File: config.mk
export PLATFORM = sky130hd
export DESIGN_NAME = mod_add_sub
export DESIGN_NICKNAME = d
export VERILOG_FILES = /design/src/common/ed_alu_pkg.sv /design/src/logic/mod_add_sub.sv
export VERILOG_INCLUDE_DIRS = /design/src /design/src/common
export SDC_FILE = /design/constraint.sdc
export NUM_CORES = 2
export LEC_CHECK = 0
export BUFFER_PORTS_ARGS = -buffer_cell sky130_fd_sc_hd__buf_2
export CAP_MARGIN = 20
export CORE_AREA = 5 5 588 590
export DETAILED_ROUTE_END_ITERATION = 7
export DIE_AREA = 0 0 593 595
export PLACE_DENSITY = 0.46
export SLEW_MARGIN = 10
export SYNTH_ARGS = -nofsm -noshare
export SYNTH_HDL_FRONTEND = slang
export SYNTH_SLANG_ARGS = --single-unit
File: constraint.sdc
create_clock -name vclk -period 12.51
set_input_delay 2.502 -clock vclk [all_inputs]
set_output_delay 2.502 -clock vclk [all_outputs]
set_load 0.02 [all_outputs]
File: src/common/ed_alu_macros.svh
`ifndef ED_ALU_MACROS_SVH
`define ED_ALU_MACROS_SVH

// Width of one element of GF(q)
`define ED_FIELD_W 255

// Field prime q = 2^255 - 19
`define ED_Q 255'h7fffffff_ffffffff_ffffffff_ffffffff_ffffffff_ffffffff_ffffffff_ffffffed

// Twisted Edwards constant d = -121665/121666 mod q
`define ED_D 255'h52036cee_2b6ffe73_8cc74079_7779e898_00700a4d_4141d8ab_75eb4dca_135978a3

// Operation codes on in_op
`define ED_OP_PRECAL 1'b0 // b - a, a + b, t * d
`define ED_OP_DIVMUL 1'b1 // r * X, r * Y, forced even

`endif

File: src/common/ed_alu_pkg.sv
`default_nettype none

`include "ed_alu_macros.svh"

package ed_alu_pkg;

	// Field element, always kept below q at module boundaries
	typedef logic [`ED_FIELD_W-1:0] fe_t;

	// Full integer product before reduction
	typedef logic [2*`ED_FIELD_W-1:0] prod_t;

	typedef logic [0:0] op_t; // Matches the ED_OP_* codes

	typedef enum logic [1:0] {
		IDLE,
		PRE_CAL,
		DIVMUL
	} alu_state_t;

	typedef logic [1:0] step_t; // Position inside an operation

	// Multiplier operand pair: 0 t*d, 1 r*x, 2 r*y
	typedef logic [1:0] mul_sel_t;

	// out_x source: 0 diff, 1 sum, 2 unregistered product, 3 even product
	typedef logic [1:0] out_sel_t;

endpackage

`default_nettype wire

File: src/logic/mod_add_sub.sv
`timescale 1ns/1ps
`default_nettype none

`include "ed_alu_macros.svh"

module mod_add_sub (
	input  ed_alu_pkg::fe_t a_add,
	input  ed_alu_pkg::fe_t b_add,
	input  ed_alu_pkg::fe_t a_sub,
	input  ed_alu_pkg::fe_t b_sub,
	output ed_alu_pkg::fe_t sum,
	output ed_alu_pkg::fe_t diff
);

	logic [`ED_FIELD_W:0] sum_raw;
	logic [`ED_FIELD_W:0] sum_red;
	logic [`ED_FIELD_W:0] diff_raw;
	logic [`ED_FIELD_W:0] diff_fix;

	// Sum below 2q, one conditional subtract
	assign sum_raw = {1'b0, a_add} + {1'b0, b_add};
	assign sum_red = sum_raw - {1'b0, `ED_Q};
	assign sum     = sum_red[`ED_FIELD_W] ? sum_raw[`ED_FIELD_W-1:0] : sum_red[`ED_FIELD_W-1:0];

	// Borrow out of the difference brings q back in
	assign diff_raw = {1'b0, a_sub} - {1'b0, b_sub};
	assign diff_fix = diff_raw + {1'b0, `ED_Q};
	assign diff     = diff_raw[`ED_FIELD_W] ? diff_fix[`ED_FIELD_W-1:0] :
		diff_raw[`ED_FIELD_W-1:0];

endmodule

`default_nettype wire

==> impl_metrics.py <==
metrics = {
    "die": {
        "die_h_um": 595,
        "die-width_um": 593,
        "start_util": 0.1825,
        "io_pins": 1530,
        "coreArea_mm2": 0.3392,
        "rows": 214,
        "dieArea_mm2": 0.3528,
    },
    "final_layout": {
        "regArea_um2": 0,
        "final_nets": 14100,
        "final.fill_count": 39560,
        "syn2layout_area_growth_pct": 35.10,
        "multi_input_comb_area_mm2": 0.05865,
        "seq_cells": 0,
        "clkbuf_count": 0,
        "final_layout_size_suffix_gt1_frac": 0.2472,
        "fin_area_mm2": 0.08364,
    },
    "yosys": {
        "ys_warn_count": 0,
        "synth_xor_area_frac": 0.1197,
        "netlist_area_mm2": 0.06191,
        "synth-simple-area-share": 0.3889,
        "syn_area_per_cell_um2": 6.041,
        "synthMuxAreaShare": 0.005639,
        "synth_cells": 10250,
        "yosysUniqueCellTypes": 116,
        "synth_nets": 11780,
        "ys_seq_area_frac": 0,
        "synth_top_family_by_area": "simple AND/OR/NAND/NOR gates",
        "synth_compound_gate_area_share": 0.3233,
        "synth_adder_area_share": 0.1041,
    },
    "sta": {
        "fin_ws_ps": -33.24,
        "fin_crit_ps": 12540,
        "post-route-period-util": 1.003,
        "finalSetupViolations": 1,
        "max_freq_mhz": 79.72,
        "final_hold_viol_count": 0,
        "finalMaxSlewViolations": 0,
        "slew_headroom": 0.1234,
        "grt_setup_unrepaired": "true",
        "tightest_slew_ps": 1311,
    },
    "worst_setup_path": {
        "worstSetupStartpointType": "input pin",
        "path_max_fanout": 23,
        "worstSetupPathType": "in2out",
        "arrival_ps": 10040,
        "crit_path_frequent_cell": "buf_4",
        "max_stage_delay_ps": 570,
        "end_kind": "primary output",
        "cp_slowest_cell": "a221oi_1",
        "required_ps": 10010,
    },
    "drt": {
        "routed_wl_um": 621100,
        "route.vias.total": 100100,
        "vias_per_cell": 5.829,
        "drc": 0,
        "ant_nets": 0,
        "routedWlPerCell_um": 36.16,
        "detail_route.iter0.violations": 13540,
        "first_pass_iters": 8,
    },
    "grt": {
        "grt_pass1_wl_um": 816900,
        "grt_use_total": 0.3283,
        "grt_start_max_net_pins": 39,
        "antenna_found_initial": 159,
        "grt_overflow": 0,
        "grt_pass1_vias": 93470,
    },
    "placed_design": {
        "place_worst_setup_slack_ps": -280.3,
        "gp_congestion": 1.112,
        "placed_area_mm2": 0.08316,
        "port_buffers": 1530,
        "hpwl_um": 565200,
    },
    "run": {
        "cap_violations": 0,
    },
    "hold_path": {
        "min_path_type": "in2out",
    },
    "clocking": {
        "hold_buffers": 0,
    },
    "outcome": {
        "violations": "setup timing",
        "status": "finished with violations",
    },
}
==> per-layer routing <==
layer	global-route usage	up-vias	routed length, µm
met5	0	-	365
met4	0.2185	54	51570
met3	0.06418	1386	57210
met2	0.5087	6877	267000
met1	0.4109	48610	244900
li1	-	43190	-
==> synthesized netlist by cell type, drive strengths merged (91+ instances only) <==
cell       n  area, µm²
buf      136      728.2
a21oi   1102       5549
ha       512       6406
clkbuf   357       1341
inv      411       1543
nand3    383       1927
or3      126      798.3
and4     118       1033
nor3     409       2093
o21ai    854       4282
xnor2    477       4185
nand2   1188       4459
or2       91      569.3
a31oi    102      638.1
o21bai   102      765.7
nand4    556       3497
a21o     179       1344
and3      96      600.6
nor4     266       1814
nor2    1063       4008
xor2     367       3222
and2      99      619.4
==> stage by stage <==
stage / utilization / setup TNS, ps / cells / hold slack, ps
2_1_floorplan: - / 0 / 10250 / 5293
3_3_place_gp: 0.2451 / -1406 / 17100 / 5575
3_5_place_dp: 0.2451 / -2507 / 17100 / 5585
4_1_cts: 0.2453 / 0 / 17100 / 5585
5_1_grt: 0.2464 / -9.243 / 17150 / 5634
6_report: 0.2465 / -33.24 / 17170 / 5579
==> critical path: cells and delay by family <==
family	cells	cell delay, ps
AOI/OAI and AO/OA	7	2190
xor gates and xnor gates	2	850
adders and majority gates	1	430
buffers and inverters	7	1400
and+or+nand+nor	8	2620
==> cells by family (layout without fill, tap and decap cells) <==
| kind of cell | after synthesis | after routing |
|---|---|---|
| AOI/OAI and AO/OA | 3214 | 3214 |
| xor gates and xnor gates | 844 | 844 |
| adders and majority gates | 514 | 514 |
| buffers and inverters | 904 | 3224 |
| muxes | 34 | 34 |
| other | 0 | 70 |
| and+or+nand+nor | 4738 | 4738 |
==> cell usage in the layout, fill, tap and decap left out, types with 33 or more instances in the layout <==
| cell | n |
|---|---|
| nor3_1 | 397 |
| a211o_1 | 33 |
| and4_1 | 118 |
| a211oi_1 | 74 |
| nor4_1 | 228 |
| o211ai_1 | 83 |
| or2_2 | 84 |
| a21boi_0 | 50 |
| xor2_1 | 366 |
| diode_2 | 70 |
| nand2b_1 | 66 |
| and3_1 | 96 |
| o21ai_0 | 813 |
| or4_1 | 62 |
| nor4_2 | 38 |
| o21bai_1 | 102 |
| buf_4 | 1264 |
| nand3_1 | 381 |
| or3_1 | 124 |
| a221oi_1 | 62 |
| nand2_1 | 1188 |
| o31ai_1 | 83 |
| a21o_1 | 179 |
| nor2_1 | 1056 |
| a31oi_1 | 102 |
| and2_1 | 98 |
| inv_1 | 410 |
| nor2b_1 | 53 |
| nand4_1 | 553 |
| xnor2_1 | 473 |
| ha_1 | 508 |
| a21oi_1 | 1085 |
| o21a_1 | 85 |
| buf_2 | 1525 |
| o21ai_1 | 39 |
==> worst paths after layout <==
kind                      start  endpoint  slack [ps]  cells past startpoint
worst max-delay path  a_add[31]  sum[126]         -30                     25
worst min-delay path   a_add[0]    sum[0]        5580                      5
==> final cells by class <==
cell class	count	share of cell area
Tap cell	4536	0.06786
Timing Repair Buffer	2813	0.2104
Antenna cell	70	0.002094
Multi-Input combinational cell	9344	0.7012
Inverter	411	0.01845
==> what timing repair did <==
action	4_1_cts	5_1_grt
setup buffers	0	4
endpoints found under the hold margin	0	0
gates resized for setup	7	47
setup endpoints to repair	25	30
pin swaps	0	2
