[src/common/ed_alu_macros.svh]
`ifndef ED_ALU_MACROS_SVH
`define ED_ALU_MACROS_SVH

// Width of one element of GF(q)
`define ED_FIELD_W 255

// Field prime q = 2^255 - 19
`define ED_Q 255'h7fffffff_ffffffff_ffffffff_ffffffff_ffffffff_ffffffff_ffffffff_ffffffed

// Twisted Edwards constant d = -121665/121666 mod q
`define ED_D 255'h52036cee_2b6ffe73_8cc74079_7779e898_00700a4d_4141d8ab_75eb4dca_135978a3

// Operation codes on in_op
`define ED_OP_PRECAL 1'b0 // b - a, a + b, t * d
`define ED_OP_DIVMUL 1'b1 // r * X, r * Y, forced even

`endif

[src/common/ed_alu_pkg.sv]
`default_nettype none

`include "ed_alu_macros.svh"

package ed_alu_pkg;

	// Field element, always kept below q at module boundaries
	typedef logic [`ED_FIELD_W-1:0] fe_t;

	// Full integer product before reduction
	typedef logic [2*`ED_FIELD_W-1:0] prod_t;

	typedef logic [0:0] op_t; // Matches the ED_OP_* codes

	typedef enum logic [1:0] {
		IDLE,
		PRE_CAL,
		DIVMUL
	} alu_state_t;

	typedef logic [1:0] step_t; // Position inside an operation

	// Multiplier operand pair: 0 t*d, 1 r*x, 2 r*y
	typedef logic [1:0] mul_sel_t;

	// out_x source: 0 diff, 1 sum, 2 unregistered product, 3 even product
	typedef logic [1:0] out_sel_t;

endpackage

`default_nettype wire

[src/ed_alu/alu_sequencer.sv]
`timescale 1ns/1ps
`default_nettype none

`include "ed_alu_macros.svh"

module alu_sequencer (
	input  logic                 clk,
	input  logic                 rst,
	input  logic                 in_valid,
	input  ed_alu_pkg::op_t      in_op,
	output ed_alu_pkg::mul_sel_t mul_sel,
	output ed_alu_pkg::out_sel_t x_sel,
	output logic                 neg_odd,
	output logic                 x_we,
	output logic                 y_we,
	output logic                 t_we,
	output logic                 ready
);

	ed_alu_pkg::alu_state_t state;
	ed_alu_pkg::alu_state_t state_nxt;
	ed_alu_pkg::step_t      step;
	ed_alu_pkg::step_t      step_nxt;
	logic                   last;

	assign last = (state == ed_alu_pkg::PRE_CAL && step == 2'd1) ||
		(state == ed_alu_pkg::DIVMUL && step == 2'd3);

	always_comb begin
		state_nxt = state;
		case (state)
			ed_alu_pkg::IDLE: begin
				if (in_valid) begin
					state_nxt = (in_op == `ED_OP_DIVMUL) ? ed_alu_pkg::DIVMUL : ed_alu_pkg::PRE_CAL;
				end
			end
			default: begin
				if (last) begin
					state_nxt = ed_alu_pkg::IDLE;
				end
			end
		endcase
	end

	// Counter restarts on every new operation
	assign step_nxt = (state == ed_alu_pkg::IDLE || last) ? 2'd0 : step + 2'd1;

	always_ff @(posedge clk) begin
		if (rst) begin
			state <= ed_alu_pkg::IDLE;
			step  <= 2'd0;
		end else begin
			state <= state_nxt;
			step  <= step_nxt;
		end
	end

	// Per-step decode
	always_comb begin
		mul_sel = 2'd0;
		x_sel   = 2'd0;
		neg_odd = 1'b0;
		x_we    = 1'b0;
		y_we    = 1'b0;
		t_we    = 1'b0;
		case (state)
			ed_alu_pkg::PRE_CAL: begin
				case (step)
					2'd0: begin
						x_we = 1'b1; // b - a
						y_we = 1'b1; // a + b
					end
					default: t_we = 1'b1; // t * d from result_now
				endcase
			end
			ed_alu_pkg::DIVMUL: begin
				x_sel   = 2'd3;
				neg_odd = 1'b1;
				case (step)
					2'd0:    mul_sel = 2'd1; // Issue r * X
					2'd1:    mul_sel = 2'd2; // Issue r * Y
					2'd2:    x_we = 1'b1;
					default: y_we = 1'b1;
				endcase
			end
			default: ;
		endcase
	end

	assign ready = last;

	a_idle_quiet: assert property (@(posedge clk) disable iff (rst)
		ready |=> state == ed_alu_pkg::IDLE && !(x_we || y_we || t_we));

	a_precal_ready: assert property (@(posedge clk) disable iff (rst)
		state == ed_alu_pkg::IDLE && in_valid && in_op == `ED_OP_PRECAL
		|=> !ready ##1 ready);

	a_divmul_ready: assert property (@(posedge clk) disable iff (rst)
		state == ed_alu_pkg::IDLE && in_valid && in_op == `ED_OP_DIVMUL
		|=> !ready ##1 !ready ##1 !ready ##1 ready);

endmodule

`default_nettype wire

[config.mk]
export PLATFORM = sky130hd
export DESIGN_NAME = alu_sequencer
export DESIGN_NICKNAME = d
export VERILOG_FILES = /design/src/common/ed_alu_pkg.sv /design/src/ed_alu/alu_sequencer.sv
export VERILOG_INCLUDE_DIRS = /design/src /design/src/common
export SDC_FILE = /design/constraint.sdc
export NUM_CORES = 1
export LEC_CHECK = 0
export BUFFER_PORTS_ARGS = -buffer_cell sky130_fd_sc_hd__clkbuf_2
export CAP_MARGIN = 20
export CORE_AREA = 5 5 42 44
export CTS_BUF_LIST = sky130_fd_sc_hd__clkbuf_4 sky130_fd_sc_hd__clkbuf_8
export DETAILED_ROUTE_END_ITERATION = 8
export DIE_AREA = 0 0 47 49
export HOLD_SLACK_MARGIN = 0.03
export SYNTH_ARGS = -nofsm -noshare
export SYNTH_HDL_FRONTEND = slang
export SYNTH_SLANG_ARGS = --single-unit
[constraint.sdc]
create_clock -name clk -period 2.4 [get_ports clk]
set_clock_uncertainty 0.1 [all_clocks]
set_input_delay 0.36 -clock clk [delete_from_list [all_inputs] [get_ports clk]]
set_output_delay 0.36 -clock clk [all_outputs]
set_load 0.01 [all_outputs]
==> out/metrics.csv <==
stage,metric,value,unit
outcome,status,"complete, no violations",
yosys,sequential area share after synthesis,0.203,
grt,GRT Residual Overflow,0,
cts,Clock Tree Root,clkbuf_4,
route,final WL,673,um
die,starting density of the core,0.281,
power,Design Power,220,uW
sta,fin. max-slew vios,0,
final_layout,design area,482,sq um
critical_path,Crit path arrival time,1410,ps
final_layout,fraction of layout cells with a size suffix above 1,0.365,
route,DRC Markers,0,
cts,Num CTS Buffers,3,
yosys,"count leader, synth",ha_1,
route,Vias/cell,4.62,
sta,RSZ-0062 raised after global routing,false,
placement,IO buf count,12,
yosys,Synthesis Warnings,0,
power,Power per Cell Area,457,nW/um^2
cts,CTS resizes,0,
cts,H-tree depth,1,
placement,HPWL Detailed,575,um
yosys,number of synthesized flops with an enable pin,0,
min_path,WHS Path Cells,2,
sta,final worst path period need,1870,ps
critical_path,startpoint types,register,
yosys,synthesis-stage register bit count,4,
sta,Final WS setup,533,ps
placement,Area after DPL,459,sq um
sta,setup TNS,0,ps
die,width of the die,47,um
placement,pre-CTS setup slack,767,ps
route,Routed wire per std cell,9.90,um
cts,CTS Buffer Depth,2,
cts,Clock Pin Slew Worst Setup and Hold Paths,30,ps
critical_path,CP max FO,7,
sta,Slew @ Worst Pin,243,ps
placement,final weighted congestion in routability-driven placement,0.639,
yosys,syn_nets,53,
min_path,Worst Hold Class,input pin to register,
grt,vias in the first global route,266,
critical_path,R2R depth,4,
critical_path,Setup crit end kind,output pin,
yosys,Yosys cell types,16,
sta,Fin. Hold Viols,0,
die,I/O Pins,13,
grt,first-pass GRT wire length,1.06,mm
sta,setup violators final,0,
sta,Highest Clock Rate,536,MHz
route,Post-DRT Antenna Nets,0,
die,Core Area,1400,sq um
cts,CTS tree,done,
yosys,top cells by instance count after synthesis,"ha_1, dfxtp_1, inv_1",
die,# rows,14,
sta,fin crit share,0.778,
route,Vias,314,
cts,Clock Sinks,4,
yosys,prevailing post-synth register cell,dfxtp_1,
die,Die Y,49,um
power,P_leak,0.000221,uW
die,die area,2300,sq um
route,DR iter-0 viols,2,
final_layout,antenna cells,0,
final_layout,# nets final,68,
yosys,Post-Syn Instances,39,
yosys,Yosys top cell area share,0.317,
yosys,Area contributors post-synth,"ha_1, dfxtp_1, nand4bb_1",
sta,Max transition margin,0.835,
yosys,syn_area_per_cell,10.1,sq um
run,Max Cap Violations,0,
grt,initial antenna violation count,0,
yosys,biggest area consumer among synthesized cells,ha_1,
final_layout,"Area growth, synth to finish",22.2,%
cts,setup bufs post-CTS,0,
cts,CTS Hold Bufs,0,
power,Peak VDD IR,311,uV
yosys,Mapped Area,394,sq um
critical_path,Critical Path RT,1940,ps
critical_path,CP Class,register to output pin,
grt,largest net degree at the start of global routing,9,
cts,worst-skew pair later-pin latency,230,ps
route,1st-pass router iterations,3,
grt,overall fraction of global-route tracks in use,0.0648,
yosys,Async SR Flop Fraction,0,
-- cell families after synthesis --
group,synth area share
AOI/OAI and AO/OA,0.127
and+or+nand+nor,0.276
DFF,0.203
adders and majority gates,0.317
buffers and inverters,0.0762
-- routing by layer --
metal  vias up  GRT usage  share of wire
li1        163          -              -
met1       136     0.0747           0.50
met2        13     0.0882           0.39
met3         2     0.0258          0.082
met4         0     0.0553          0.031
met5         -          0              0
-- worst paths after layout --
check	startpoint	to	slack, ps
setup / recovery	state[0]$_SDFFE_PP0P_	ready	530
hold / removal	rst	step[1]$_SDFF_PP0_	300
setup reg to reg	state[0]$_SDFFE_PP0P_	state[0]$_SDFFE_PP0P_	880
hold reg to reg	state[0]$_SDFFE_PP0P_	state[0]$_SDFFE_PP0P_	440
-- power by group --
| part | switching (uW) | leakage, uW | total [uW] | internal (uW) |
|---|---|---|---|---|
| clock network | 25.1 | 0.0000138 | 80.8 | 55.7 |
| registers | 7.08 | 0.0000327 | 79.4 | 72.3 |
| logic | 31.7 | 0.000175 | 59.9 | 28.2 |
| total | 63.8 | 0.000221 | 220 | 156 |
-- state kept, by name (all words and copies together) (netlist names) --
name   count
state      2
step       2
-- through the flow --
step | instances | util | hold WS, ps
2_1_floorplan | 39 | - | 333
4_1_cts | 68 | 0.344 | 291
5_1_grt | 68 | 0.344 | 303
3_3_place_gp | 65 | 0.328 | 439
6_report | 68 | 0.344 | 297
3_5_place_dp | 65 | 0.328 | 436
-- layout make-up --
| type | instances | area, sq um |
|---|---|---|
| clock buffer | 3 | 22.5 |
| fill | 157 | 920 |
| sequential | 4 | 80.1 |
| tap | 16 | 20.0 |
| inverter | 4 | 15.0 |
| multi-input combinational | 29 | 284 |
| timing repair buffer | 12 | 60.1 |
-- cell usage in the layout, fill, tap and decap left out --
master and instances:
nor4b_2 1, a21boi_0 1, clkbuf_4 3, and2_2 2, a21boi_1 1, nand2_1 3
nand2b_1 2, clkbuf_2 12, a22o_4 1, nand4bb_1 3, ha_1 10, dfxtp_1 4
o311ai_1 2, nor2b_1 1, inv_1 4, nand4b_1 1, nor4_1 1
-- critical path, stage by stage, from the launching register on --
cell	delay, ps
dfxtp_1	360
inv_1	90
ha_1	280
a22o_4	310
clkbuf_2	130
(Power assumes the default switching activity.)
